File: config.mk
export PLATFORM = sky130hd
export DESIGN_NAME = draw_image
export DESIGN_NICKNAME = d
export VERILOG_FILES = /design/src/vga_pkg.sv /design/src/draw_image.sv
export SDC_FILE = /design/constraint.sdc
export NUM_CORES = 1
export LEC_CHECK = 0
export BUFFER_PORTS_ARGS = -buffer_cell sky130_fd_sc_hd__buf_2
export CAP_MARGIN = 15
export CORE_MARGIN = 1.5
export CORE_UTILIZATION = 40
export CTS_CLUSTER_DIAMETER = 120
export CTS_CLUSTER_SIZE = 8
export DETAILED_ROUTE_END_ITERATION = 12
export PLACE_DENSITY = 0.61
export SLEW_MARGIN = 10
export SYNTH_ARGS = -nofsm -noshare
export SYNTH_HDL_FRONTEND = slang
export SYNTH_SLANG_ARGS = --single-unit
File: constraint.sdc
create_clock -name clk -period 7.7 [get_ports clk]
set_input_delay 1.925 -clock clk [delete_from_list [all_inputs] [get_ports clk]]
set_output_delay 1.925 -clock clk [all_outputs]
set_load 0.02 [all_outputs]
File: src/vga_pkg.sv
/*
 * Shared definitions for the VGA picture generator. Colour and counter
 * widths, grid and sprite geometry, default frame timing and the pattern
 * that fills the image ROM.
 */
`default_nettype none

package vga_pkg;

    localparam int rgb_w     = 12;  // 4 bits each for red, green and blue.
    localparam int cnt_w     = 11;
    localparam int img_sel_w = 4;
    localparam int img_count = 10;  // nine tiles and the sprite.

    localparam logic [rgb_w-1:0] color_white = 12'hfff;

    // ####################
    // tile grid and sprite
    // ####################
    localparam int grid_n     = 3;
    localparam int grid_x0    = 4;
    localparam int grid_y0    = 2;
    localparam int tile_pitch = 18;

    localparam logic [img_sel_w-1:0] sprite_sel = 4'd9;

    // ####################
    // default frame timing
    // ####################
    localparam logic [cnt_w-1:0] def_h_active     = 11'd64;
    localparam logic [cnt_w-1:0] def_h_total      = 11'd80;
    localparam logic [cnt_w-1:0] def_h_sync_start = 11'd68;
    localparam logic [cnt_w-1:0] def_h_sync_len   = 11'd6;
    localparam logic [cnt_w-1:0] def_v_active     = 11'd60;
    localparam logic [cnt_w-1:0] def_v_total      = 11'd66;
    localparam logic [cnt_w-1:0] def_v_sync_start = 11'd62;
    localparam logic [cnt_w-1:0] def_v_sync_len   = 11'd2;
    localparam int               def_tile_bits    = 4;

    // red is the image index, green the row, blue the column.
    function automatic logic [rgb_w-1:0] image_pattern(input logic [img_sel_w-1:0] img,
                                                       input int addr, input int side_bits);
        int row;
        int col;
        row = addr >> side_bits;
        col = addr & ((1 << side_bits) - 1);
        return {img, 4'(row), 4'(col)};  // row and column wrap modulo 16.
    endfunction

endpackage

`default_nettype wire

File: src/draw_image.sv
/*
 * Image overlay stage. Decodes the 3x3 tile grid and the person sprite,
 * addresses the image ROM and selects the pixel colour, three cycles deep.
 */
`timescale 1ns/1ps
`default_nettype none

module draw_image #(
    parameter int tile_bits = vga_pkg::def_tile_bits
) (
    input  logic                          clk,
    input  logic                          rst,
    input  logic [vga_pkg::cnt_w-1:0]     hcount_in,
    input  logic [vga_pkg::cnt_w-1:0]     vcount_in,
    input  logic                          hsync_in,
    input  logic                          vsync_in,
    input  logic                          hblnk_in,
    input  logic                          vblnk_in,
    input  logic [vga_pkg::rgb_w-1:0]     rgb_in,
    input  logic [vga_pkg::cnt_w-1:0]     person_x,
    input  logic [vga_pkg::cnt_w-1:0]     person_y,
    input  logic [vga_pkg::rgb_w-1:0]     rom_rgb,
    output logic [2*tile_bits-1:0]        pixel_addr,
    output logic [vga_pkg::img_sel_w-1:0] img_sel,
    output logic [vga_pkg::cnt_w-1:0]     hcount,
    output logic [vga_pkg::cnt_w-1:0]     vcount,
    output logic                          hsync,
    output logic                          vsync,
    output logic                          hblnk,
    output logic                          vblnk,
    output logic [vga_pkg::rgb_w-1:0]     rgb
);

    import vga_pkg::*;

    localparam logic [cnt_w-1:0] tile_side = cnt_w'(1 << tile_bits);
    localparam int pipe_w = 2 * cnt_w + 5 + rgb_w;  // counters, strobes, covered, rgb.

    logic [cnt_w-1:0]     person_x_q;
    logic [cnt_w-1:0]     person_y_q;
    logic [cnt_w-1:0]     sprite_x;
    logic [cnt_w-1:0]     sprite_y;
    logic [cnt_w-1:0]     tile_x;
    logic [cnt_w-1:0]     tile_y;
    logic [cnt_w-1:0]     off_x;
    logic [cnt_w-1:0]     off_y;
    logic                 frame_start;
    logic                 hit_nxt;
    logic [img_sel_w-1:0] sel_nxt;

    logic [pipe_w-1:0]    pipe_1;
    logic [pipe_w-1:0]    pipe_2;
    logic [2*cnt_w+3:0]   timing_2;
    logic                 hit_2;
    logic [rgb_w-1:0]     rgb_2;

    function automatic logic covers(input logic [cnt_w-1:0] pos, input logic [cnt_w-1:0] start);
        return (pos >= start) && (pos - start < tile_side);
    endfunction

    // ####################
    // stage 1: decode
    // ####################
    // the new position already counts for the first pixel of the frame.
    assign frame_start = (hcount_in == '0) && (vcount_in == '0);
    assign sprite_x    = frame_start ? person_x : person_x_q;
    assign sprite_y    = frame_start ? person_y : person_y_q;

    always_comb begin
        hit_nxt = 1'b0;
        sel_nxt = '0;
        off_x   = '0;
        off_y   = '0;
        tile_x  = '0;
        tile_y  = '0;
        for (int r = 0; r < grid_n; r++) begin
            for (int c = 0; c < grid_n; c++) begin
                tile_x = cnt_w'(grid_x0 + c * tile_pitch);
                tile_y = cnt_w'(grid_y0 + r * tile_pitch);
                if (!hit_nxt && covers(hcount_in, tile_x) && covers(vcount_in, tile_y)) begin
                    hit_nxt = 1'b1;
                    sel_nxt = img_sel_w'(r * grid_n + c);  // row-major tile index.
                    off_x   = hcount_in - tile_x;
                    off_y   = vcount_in - tile_y;
                end
            end
        end
        if (!hit_nxt && covers(hcount_in, sprite_x) && covers(vcount_in, sprite_y)) begin
            hit_nxt = 1'b1;  // grid wins over the sprite.
            sel_nxt = sprite_sel;
            off_x   = hcount_in - sprite_x;
            off_y   = vcount_in - sprite_y;
        end
        if (hblnk_in || vblnk_in) begin
            hit_nxt = 1'b0;
        end
    end

    always_ff @(posedge clk) begin
        pixel_addr <= {off_y[tile_bits-1:0], off_x[tile_bits-1:0]};
        img_sel    <= sel_nxt;
    end

    // ####################
    // stages 2 and 3
    // ####################
    assign {timing_2, hit_2, rgb_2} = pipe_2;

    always_ff @(posedge clk) begin
        if (rst) begin
            person_x_q <= '0;
            person_y_q <= '0;
            pipe_1     <= '0;
            pipe_2     <= '0;
            {hcount, vcount, hsync, vsync, hblnk, vblnk} <= '0;
            rgb        <= '0;
        end else begin
            if (frame_start) begin
                person_x_q <= person_x;
                person_y_q <= person_y;
            end
            pipe_1 <= {hcount_in, vcount_in, hsync_in, vsync_in, hblnk_in, vblnk_in,
                       hit_nxt, rgb_in};
            pipe_2 <= pipe_1;  // rom word arrives with this stage.
            {hcount, vcount, hsync, vsync, hblnk, vblnk} <= timing_2;
            rgb <= hit_2 ? rom_rgb : rgb_2;
        end
    end

endmodule

`default_nettype wire

# Word-level counts from Yosys, hierarchy flattened
# Cells that the tools add are included.
dict set report word_totals {
  latch_bits 0
  register_bits 150
  memories 0
  word_cells 122
  romBits 0
  mem_bits_rw 0
  output_inout_bits 50
}
dict set report classes {
  add_sub_neg 8
  n_reduce_logical 42
  n_div 0
  bitwise 0
  mux 41
  mul 0
  order_cmp 16
  eq_ne 0
  shift 0
}
# operator n
set ops {}
lappend ops {{4-bit 2-to-1 mux} 26}
lappend ops {{11-bit by 5-bit less-than comparator with 1-bit output (second input constant)} 8}
lappend ops {{1-bit logical AND} 28}
lappend ops {{11-bit greater-or-equal comparator} 2}
lappend ops {{11-bit by 5-bit greater-or-equal comparator with 1-bit output (second input constant)} 2}
lappend ops {{11-bit by 6-bit greater-or-equal comparator with 1-bit output (second input constant)} 2}
lappend ops {{11-bit zero test} 2}
lappend ops {{11-bit 2-to-1 mux} 2}
lappend ops {{11-bit subtractor} 2}
lappend ops {{11-bit by 5-bit subtractor with 11-bit output (second input constant)} 2}
lappend ops {{11-bit by 6-bit subtractor with 11-bit output (second input constant)} 2}
lappend ops {{1-bit 2-to-1 mux} 12}
lappend ops {{12-bit 2-to-1 mux} 1}
lappend ops {{11-bit by 2-bit greater-or-equal comparator with 1-bit output (second input constant)} 1}
lappend ops {{11-bit by 3-bit greater-or-equal comparator with 1-bit output (second input constant)} 1}
lappend ops {{11-bit by 2-bit subtractor with 11-bit output (second input constant)} 1}
lappend ops {{11-bit by 3-bit subtractor with 11-bit output (second input constant)} 1}
lappend ops {{1-bit zero test} 9}
lappend ops {{2-bit OR reduction} 2}
lappend ops {{1-bit logical OR} 1}

# Depth between registers and ports, before layout
# Gate-level depths: netlist of the first run.
dict set report depth {
  ltp_word 41
  depth_mapped 17
  mapped_depth_nobuf 15
}

# Worst setup path after synthesis of the first run
# Ideal clock, no wire load.
dict set report synth_timing {
  path_kind {input to register}
  from {in vcount_in[3] in the netlist's numbering}
  to {reg pixel_addr[3]}
  path_buffers 2
  required_time_ps 7579
  setup_time_ps 121
  arrival_ps 6006
  cell_stages 17
  slack_ps 1573
  path_cell_list {clkbuf_1 > inv_1 > ha_1 > nor4b_1 > nand4_1 > buf_1 > mux2i_1 > inv_1 > fa_1 > nand2b_1 > a21o_1 > xnor2_1 > a211o_1 > or4_4 > nor4_4 > nand4b_2 > mux2_4}
}
# element line
set synth_lines {}
lappend synth_lines {{start: declaration} draw_image.sv:14} ;# input logic [vga_pkg::cnt_w-1:0] vcount_in,
lappend synth_lines {{11-bit zero test *} draw_image.sv:65} ;# assign frame_start = (hcount_in == '0) && (vcount_in == '0);
lappend synth_lines {{1-bit logical AND *} draw_image.sv:65}
lappend synth_lines {{11-bit 2-to-1 mux *} --}
lappend synth_lines {{named net sprite_y[1]} draw_image.sv:42} ;# logic [cnt_w-1:0] sprite_y;
lappend synth_lines {{11-bit subtractor} --}
lappend synth_lines {{11-bit by 5-bit less-than comparator with 1-bit output} draw_image.sv:58} ;# return (pos >= start) && (pos - start < tile_side);
lappend synth_lines {{1-bit logical AND *} draw_image.sv:58}
lappend synth_lines {{1-bit logical AND *} draw_image.sv:88} ;# if (!hit_nxt && covers(hcount_in, sprite_x) && covers(vcount_in, sprite_y)) begin
lappend synth_lines {{4-bit 2-to-1 mux *} draw_image.sv:88}
lappend synth_lines {{named net off_x[3]} draw_image.sv:45} ;# logic [cnt_w-1:0] off_x;
lappend synth_lines {{end signal: assignment} draw_image.sv:100} ;# pixel_addr <= {off_y[tile_bits-1:0], off_x[tile_bits-1:0]};
lappend synth_lines {{end: declaration} draw_image.sv:23} ;# output logic [2*tile_bits-1:0] pixel_addr,
# Mark *: on every way through the listed nets, which the timed path passes. The rest lies on a longest branch.
# A chain may end at the register's enable or synchronous reset.

# Worst setup path in the final report of the first run
dict set report layout_timing {
  from {in vcount_in[7] in the netlist's numbering}
  to {reg pixel_addr[3]}
}
# element line
set layout_lines {}
lappend layout_lines {{11-bit zero test *} draw_image.sv:65}
lappend layout_lines {{1-bit logical AND *} draw_image.sv:65}
lappend layout_lines {{11-bit 2-to-1 mux *} --}
lappend layout_lines {{named net sprite_x[0]} draw_image.sv:41} ;# logic [cnt_w-1:0] sprite_x;
lappend layout_lines {{11-bit subtractor} draw_image.sv:91} ;# off_x = hcount_in - sprite_x;
lappend layout_lines {{11-bit by 5-bit less-than comparator with 1-bit output} draw_image.sv:58}
lappend layout_lines {{1-bit logical AND} draw_image.sv:58}
lappend layout_lines {{1-bit logical AND (2 in series)} draw_image.sv:88}
lappend layout_lines {{4-bit 2-to-1 mux *} draw_image.sv:88}
lappend layout_lines {{named net off_x[3]} draw_image.sv:45}
# Marks and branches as above.

==> results of run 1 <==
[power by group through the flow]
stage	Sequential [mW]	Clock (mW)	Combinational, mW
final	0.805	0.875	0.150
after CTS	0.805	0.896	0.150
after detailed placement	0.823	0	0.150
after floorplan	0.828	0	0.0893
after global placement	0.822	0	0.148
after global routing	0.807	0.929	0.166
[registers in the layout (all words and copies together) (netlist names)]
| name | cells |
|---|---|
| img_sel | 4 |
| hsync | 1 |
| pixel_addr | 8 |
| person_y_q | 11 |
| rgb | 12 |
| vsync | 1 |
| hblnk | 1 |
| pipe_2 | 39 |
| pipe_1 | 39 |
| vblnk | 1 |
| vcount | 11 |
| hcount | 11 |
| person_x_q | 11 |
[final cells by class]
class	count	share of cell area (%)
clock inverters	13	2.48
diodes	2	0.0662
inverters	20	0.994
flip-flops and latches	150	39.7
repair buffers	125	8.38
multi-input cells	420	39.2
well taps	188	3.11
clock buffers	19	5.99
[kinds of logic (layout without fill, tap and decap cells)]
family / Yosys count / in the layout / share of synthesized area, %
and+or+nand+nor: 243 / 243 / 21.9
DFF: 150 / 150 / 48.9
AOI/OAI and AO/OA: 85 / 85 / 9.77
buffers and inverters: 44 / 177 / 2.73
muxes: 40 / 40 / 6.75
adders and majority gates: 37 / 37 / 7.79
xor gates and xnor gates: 15 / 15 / 2.14
other: 0 / 2 / 0
[worst max-delay path: stages]
cell and delay [ns]:
buf_2 0.12, nor4_1 0.58, nand2b_1 0.22, nor3_1 0.20
nand4_1 0.11, buf_4 0.28, mux2_2 0.33, ha_1 0.21
fa_1 0.41, nand2b_1 0.16, a21oi_1 0.23, nor2_1 0.08
a211o_1 0.27, or4_4 0.43, nor4_4 0.31, nand4b_2 0.28
mux2_4 0.37
[synth_stat cells (all sizes together), types with 7 or more instances]
| cell type | number |
|---|---|
| dfxtp | 150 |
| nor2b | 102 |
| nor2 | 73 |
| ha | 35 |
| mux2i | 35 |
| inv | 20 |
| a21oi | 16 |
| clkbuf | 16 |
| o21ai | 16 |
| nor3 | 13 |
| xnor2 | 10 |
| nand2 | 9 |
| buf | 8 |
| nand2b | 8 |
| nand3 | 7 |
| nand4 | 7 |
| o21a | 7 |
| o22ai | 7 |
[per-stage QoR]
stage | instance area, um2 | hold WS, ns | worst slack [ns]
global placement | 6910 | 0.418 | 1.14
detailed placement | 6910 | 0.420 | 1.08
floorplan | 6130 | 0.414 | 1.57
CTS | 7550 | 0.431 | 1.50
finish | 7560 | 0.428 | 1.47
global route | 7550 | 0.440 | 1.05
[how the worst max path moves through the flow]
| stage | start | cells after the start | slack [ns] | to |
|---|---|---|---|---|
| after floorplan | vcount_in[3] | 17 | 1.57 | pixel_addr[3] |
| after global placement | vcount_in[7] | 17 | 1.14 | pixel_addr[3] |
| after detailed placement | vcount_in[7] | 17 | 1.08 | pixel_addr[3] |
| after CTS | vcount_in[7] | 17 | 1.50 | pixel_addr[3] |
| after global routing | vcount_in[7] | 17 | 1.05 | pixel_addr[3] |
| final | vcount_in[7] | 17 | 1.47 | pixel_addr[3] |
[per-layer routing]
metal  vias up  part of all wire (%)  GRT usage, %
li1       2345                     -             -
met4         0                   1.7          6.28
met5         -                     0             0
met1      2122                    44          21.0
met2       115                    49          30.2
met3        19                   4.9          5.31
==> results.ini, run 1 <==
[yosys]
synth-seq-area-share_pct=48.9
synth_ff_type=dfxtp_1
ys_warn_count=0
synth_area_um2=6130
synth_cell_types=60
async_flop_share_pct=0
netlist_instances=614
synth_edf_count=0
synth-seq-cells=150
synth_top_area_share_pct=48.9
synth_fp_nets=725
synth_top_area_cell=dfxtp_1
yosys-top-cells-area=dfxtp_1 49%, nor2b_1 10%, ha_1 7.1%, mux2i_1 5.7%, nor2_1 4.5%
avgSynthCellArea_um2=9.99

[global_routing]
antenna_found_initial=2
grt_max_degree=100
grt-ovfl-total=0
grt_use_total_pct=17.7
grt_pass1_wl_mm=21.9
grt_pass1_vias=4430

[power_and_ir_drop]
p_clk_share_pct=47.8
finalPower_mw=1.83
power_frac_comb_pct=8.2
p_leak_nw=3.44
power.switching_mw=0.429
ir_drop_mv=0.137
swShare_pct=23.5
p_int_mw=1.40
seqPwrFrac_pct=44.0
power.density_nw_per_um2=242

[min_path]
worstHoldStart=pipe_1[32]
hold_depth=1
hold_end=pipe_2[32]
hold_class=flip-flop to flip-flop

[worst_setup_path]
crit_arrival_ns=6.53
crit_required_ns=8.00
rr_startpoint=person_x_q[0]
endpoint_kind=flip-flop
start_kind=input pin
ff2ff_path_depth=11
r2r_setup_slack_ns=4.28
crit_fanout=22
path_class=input pin to flip-flop
r2r_end=pixel_addr[3]

[detailed_routing]
wl_mm=13.9
ant_nets=0
firstDrtPassIters=4
drc_errors=0
num_vias=4601
wl_per_cell_um=14.9
drt_iter0_drc=194
via_per_inst=4.91

[sta]
min_period_over_period_pct=80.9
rsz0062_at_grt=no
tns_ns=0
max_slew_margin_pct=37.3
fmax_mhz=160
fin_crit_ns=6.23
setup_viol=0
drv_slew=0
final.setup_skew_ns=0.00653
hold_viol=0
worst_slew_pin_slew_ns=0.940

[floorplanning]
dieArea_um2=16100
floorplan.rows=45
die_w_um=127
core_area_um2=15100
ios=124
initial_utilization_pct=40.7
die_h_um=127

[clock_tree]
cts_resized=0
clk_latency_ns=0.42
clockRootBuffer=clkbuf_16
clk_pin_slew_ns=0.06
cts_max_level=4
postCtsSetupBuffers=0
cts_tree=done
cts_num_sinks=150
cts_buffers=17
ctsHoldBuffers=0
clk_path_buf_depth=2

[flow_run]
maxCapViolations=0

[place]
port_buffers=123
globalplace.congestion=0.860
dp_cells=903
hpwl_mm=10.5

[cells_and_area]
utilization_pct=50.1
final-seq-area_um2=3000
drive_gt1_share_pct=23.0
final_common_cell=dfxtp_1
layoutNonFillerInstCount=937
area_growth_pct=23.2
final_cell_mix=150 x dfxtp_1, 122 x buf_2, 102 x nor2b_1
multi_input_area_um2=2960
num-nets-final=845
fillers=1417

[status]
outcome=complete, no violations

No activity file was read; power rests on OpenSTA's default activity.
==> run 2, diff against run 1 <==
Settings changed: ABC_AREA from default to 1, PLACE_DENSITY 0.61 to 0.63.
Clock period 7.7 ns to 5.64 ns, I/O delays scaled along.
==> results.ini, run 2 <==
[status]
outcome=complete, no violations

[clock_tree]
cts_resized=0
cts_buffers=17
cts_num_sinks=150
clockRootBuffer=clkbuf_16
clk_path_buf_depth=2
ctsHoldBuffers=0
clk_latency_ns=0.42
cts_max_level=4
clk_pin_slew_ns=0.06
cts_tree=done
postCtsSetupBuffers=0

[detailed_routing]
wl_per_cell_um=12.6
wl_mm=17.0
via_per_inst=4.61
drt_iter0_drc=443
firstDrtPassIters=5
drc_errors=0
num_vias=6214
ant_nets=0

[global_routing]
grt_pass1_wl_mm=27.1
grt-ovfl-total=0
grt_pass1_vias=5718
grt_max_degree=96
antenna_found_initial=0
grt_use_total_pct=18.9

[place]
globalplace.congestion=0.947
dp_cells=1316
port_buffers=123
hpwl_mm=13.1

[yosys]
synth_area_um2=7120
synth_top_area_share_pct=42.2
synth-seq-area-share_pct=42.2
muxShareOfSynthArea_pct=2.53
synth_fa_ha_area_share_pct=6.71
synth-seq-cells=150
yosys-top-cells-area=dfxtp_1 42%, inv_1 9.9%, nor2_1 9.4%, nand2_1 9.3%, ha_1 6.2%
synth_fp_nets=1097
synth_top_family_by_area=simple AND/OR/NAND/NOR gates
synth_edf_count=0
yosysMostFrequentCell=inv_1
async_flop_share_pct=0
netlist_instances=986
synth-simple-area-share_pct=30.2
synth_top_area_cell=dfxtp_1
avgSynthCellArea_um2=7.22
synth_xor_area_share_pct=1.72
synth_cell_types=41
synth_ff_type=dfxtp_1
ys_warn_count=0
synth_compound_area_share_pct=5.11
synth_commonest_cells=187 x inv_1, 179 x nor2_1, 177 x nand2_1, 150 x dfxtp_1, 56 x nand3_1

[worst_setup_path]
crit_required_ns=5.98
critPathMaxStageDelay_ns=0.41
critPathTopFamily=simple AND/OR/NAND/NOR gates
crit_buf_inv=7
start_kind=input pin
endpoint_kind=flip-flop
cpMaxStageDelayCell=fa_1
path_class=input pin to flip-flop
crit_arrival_ns=4.96
crit_fanout=9

[floorplanning]
die_h_um=136
initial_utilization_pct=41.0
core_area_um2=17400
die_w_um=136
ios=124
dieArea_um2=18600
floorplan.rows=48

[power_and_ir_drop]
ir_drop_mv=0.211
p_leak_nw=4.51
power.density_nw_per_um2=289

[flow_run]
maxCapViolations=0

[cells_and_area]
num-nets-final=1221
final_cell_mix=187 x inv_1, 179 x nor2_1, 177 x nand2_1
diodes=0
layoutNonFillerInstCount=1348
reg.largest.list=pipe_1 x39, pipe_2 x39, rgb x12
drive_gt1_share_pct=17.3
fillers=1768
final_common_cell=inv_1
area_growth_pct=20.0

[sta]
final.setup_skew_ns=0.0116
fmax_mhz=216
fin_crit_ns=4.63
drv_slew=0
hold_viol=0
min_period_over_period_pct=82.0
max_slew_margin_pct=37.7
setup_viol=0
tns_ns=0
worst_slew_pin_slew_ns=0.934
hold_ws_ns=0.395
rsz0062_at_grt=no

[min_path]
hold_class=flip-flop to flip-flop

[run 2: cell types whose count changed in the layout (fill, tap and decap cells not counted), moves of 10 or more]
| cell | before | now |
|---|---|---|
| a21oi_1 | 16 | 27 |
| inv_1 | 20 | 187 |
| mux2i_1 | 35 | 18 |
| nand2_1 | 8 | 177 |
| nand3_1 | 7 | 56 |
| nand4_1 | 7 | 25 |
| nor2_1 | 73 | 179 |
| nor2b_1 | 102 | 0 |
| o21ai_1 | 0 | 10 |
[run 2: kinds of logic (layout without fill, tap and decap cells)]
logic type	Yosys count	after routing
adder cells (fa/ha/maj)	37	37
buffers and inverters	216	353
multiplexers	18	18
AO/OA/AOI/OAI	63	63
XOR/XNOR	14	14
flip-flops	150	150
AND/OR/NAND/NOR	488	488
[run 2: metrics by stage]
step                      total power [mW]  setup WS, ns  utilization (%)  area (um2)
after global routing                  2.57         0.583             49.2        8540
after floorplan                       1.28          1.15                -        7120
after CTS                             2.49          1.06             49.2        8540
after global placement                1.36         0.718             45.8        7960
final                                 2.47          1.01             49.2        8540
after detailed placement              1.36         0.657             45.8        7960
[run 2: final timing paths]
check | slack [ns] | cells past startpoint | startpoint | end
min | 0.39 | 2 | pipe_1[9] | pipe_2[9]
max reg2reg | 2.64 | 20 | person_x_q[0] | pixel_addr[4]
min reg2reg | 0.39 | 2 | pipe_1[9] | pipe_2[9]
max | 1.01 | 27 | hcount_in[2] | pixel_addr[4]
[run 2: layout make-up]
type | count | area (um2) | area share [%]
multi-input cells | 620 | 3300 | 38.6
flip-flops and latches | 150 | 3000 | 35.1
inverters | 195 | 732 | 8.57
repair buffers | 126 | 641 | 7.50
clock buffers | 19 | 443 | 5.18
well taps | 225 | 282 | 3.30
clock inverters | 13 | 145 | 1.70
[run 2: worst register-to-register path: cells and delay by family, from the launching register on]
kind | cells | cell delay (ns)
AO/OA/AOI/OAI | 2 | 0.28
adder cells (fa/ha/maj) | 2 | 0.65
buffers and inverters | 3 | 0.24
flip-flops | 1 | 0.30
AND/OR/NAND/NOR | 13 | 1.45
[run 2: power breakdown]
| group | leakage, nW | switching [mW] | internal (mW) |
|---|---|---|---|
| Sequential | 1.23 | 0.00698 | 1.09 |
| Clock | 0.281 | 0.456 | 0.668 |
| Combinational | 3.01 | 0.160 | 0.0832 |
[run 2: routing by layer]
layer  vias up  GRT usage [%]  share of wire, %
li1       3286              -                 -
met1      2691           25.0                48
met2       209           29.7                43
met3        28           4.06               6.7
met4         0           7.86               2.3
met5         -              0                 0
==> run 3, diff against run 2 <==
Settings changed: PLACE_DENSITY 0.63 to 0.6.
Clock period 5.64 ns to 4.7 ns, I/O delays scaled along.
==> results.ini, run 3 (same netlist as run 2, synthesis figures left out) <==
[cells_and_area]
utilization_pct=50.3
final_cell_mix=187 x inv_1, 179 x nor2_1, 177 x nand2_1
diodes=0
drive_gt1_share_pct=18.7
area_growth_pct=22.5
num-nets-final=1239
fillers=1707
reg.largest.list=pipe_1 x39, pipe_2 x39, rgb x12
final_common_cell=inv_1

[floorplanning]
die_h_um=136
dieArea_um2=18600
core_area_um2=17400
initial_utilization_pct=41.0
ios=124
die_w_um=136
floorplan.rows=48

[global_routing]
antenna_found_initial=2
met3_usage_pct=4.74
grt_use_total_pct=19.8
grtUsageMet2_pct=31.4
grt_pass1_vias=5668
use_met1_pct=26.2
grt-ovfl-total=0
busiest_layer=met2
grt_max_degree=55
grt_pass1_wl_mm=28.1

[worst_setup_path]
critPathMaxStageDelay_ns=0.41
crit_required_ns=5.05
crit_arrival_ns=4.67
start_kind=input pin
crit_fanout=6
cpMaxStageDelayCell=fa_1
endpoint_kind=flip-flop
r2r_setup_slack_ns=1.55
path_class=input pin to flip-flop
cp_common_cell=nand2_1

[place]
port_buffers=123
hpwl_mm=13.8
pre_cts_ws_ns=0.0611
globalplace.congestion=0.912

[clock_tree]
cts_num_sinks=150
clk_path_buf_depth=2
clk_pin_slew_ns=0.07
cts_tree=done
clk_latency_ns=0.42
cts_buffers=17
ctsHoldBuffers=0
cts_max_level=4
postCtsSetupBuffers=0
clockRootBuffer=clkbuf_16
cts_resized=0

[detailed_routing]
firstDrtPassIters=5
wl_mm=17.8
drc_errors=0
via_per_inst=4.55
drt_iter0_drc=389
ant_nets=0
num_vias=6219
wl_per_cell_um=13.0

[power_and_ir_drop]
p_leak_nw=4.63
power.density_nw_per_um2=352
ir_drop_mv=0.249

[sta]
fmax_mhz=232
drv_slew=0
rsz0062_at_grt=no
hold_viol=0
worst_slew_pin_slew_ns=0.600
setup_viol=0
final.setup_skew_ns=0.0101
max_slew_margin_pct=59.7
setup_ws_ns=0.383
min_period_over_period_pct=91.8
hold_ws_ns=0.394
fin_crit_ns=4.32

[status]
outcome=complete, no violations

[min_path]
hold_class=flip-flop to flip-flop

[flow_run]
maxCapViolations=0

==> run 3: cell types whose count changed in the layout (fill, tap and decap cells not counted) <==
cell | before | now
bufinv_16 | 2 | 3
buf_4 | 4 | 22
clkinv_8 | 0 | 1
clkbuf_8 | 1 | 0
clkinv_2 | 2 | 0
clkinvlp_4 | 3 | 1
inv_6 | 4 | 6
inv_8 | 0 | 2
clkbuf_1 | 1 | 0
==> run 3: final timing paths <==
path / start / endpoint / depth (start not counted)
max: hcount_in[2] / pipe_1[12] / 27
min reg2reg: pipe_1[34] / pipe_2[34] / 2
min: pipe_1[34] / pipe_2[34] / 2
max reg2reg: person_x_q[0] / pipe_1[12] / 20
==> run 3: stage by stage <==
| stage | cell area, um2 | std cells | power, mW | setup TNS (ns) |
|---|---|---|---|---|
| 2_1_floorplan | 7120 | 986 | 1.54 | 0 |
| 3_5_place_dp | 8090 | 1334 | 1.65 | 0 |
| 6_report | 8720 | 1366 | 3.07 | 0 |
| 3_3_place_gp | 8090 | 1334 | 1.65 | -0.00337 |
| 5_1_grt | 8720 | 1366 | 3.21 | 0 |
| 4_1_cts | 8720 | 1366 | 3.10 | 0 |
==> run 3: final cells by class <==
class	count	area, um2	share of cell area [%]
clock buffers	17	425	4.88
multi-input cells	620	3300	37.8
inverters	195	732	8.39
well taps	225	282	3.23
repair buffers	144	776	8.89
flip-flops and latches	150	3000	34.4
clock inverters	15	206	2.37
==> run 3: layer usage <==
layer	share of wire, %	up-vias
li1	-	3324
met1	47	2679
met2	44	179
met3	6.7	33
met4	1.8	4
met5	0.10	-
==> run 3: critical path: cells and delay by family <==
family,cells,cell delay (ns)
simple gates,17,2.06
fa+ha+maj,3,0.83
buf+inv,6,0.54
compound gates,1,0.05
==> run 3: where the power goes <==
| part | switching, mW | total, mW | internal [mW] |
|---|---|---|---|
| logic | 0.198 | 0.308 | 0.110 |
| registers | 0.00863 | 1.32 | 1.31 |
| clock network | 0.588 | 1.45 | 0.859 |
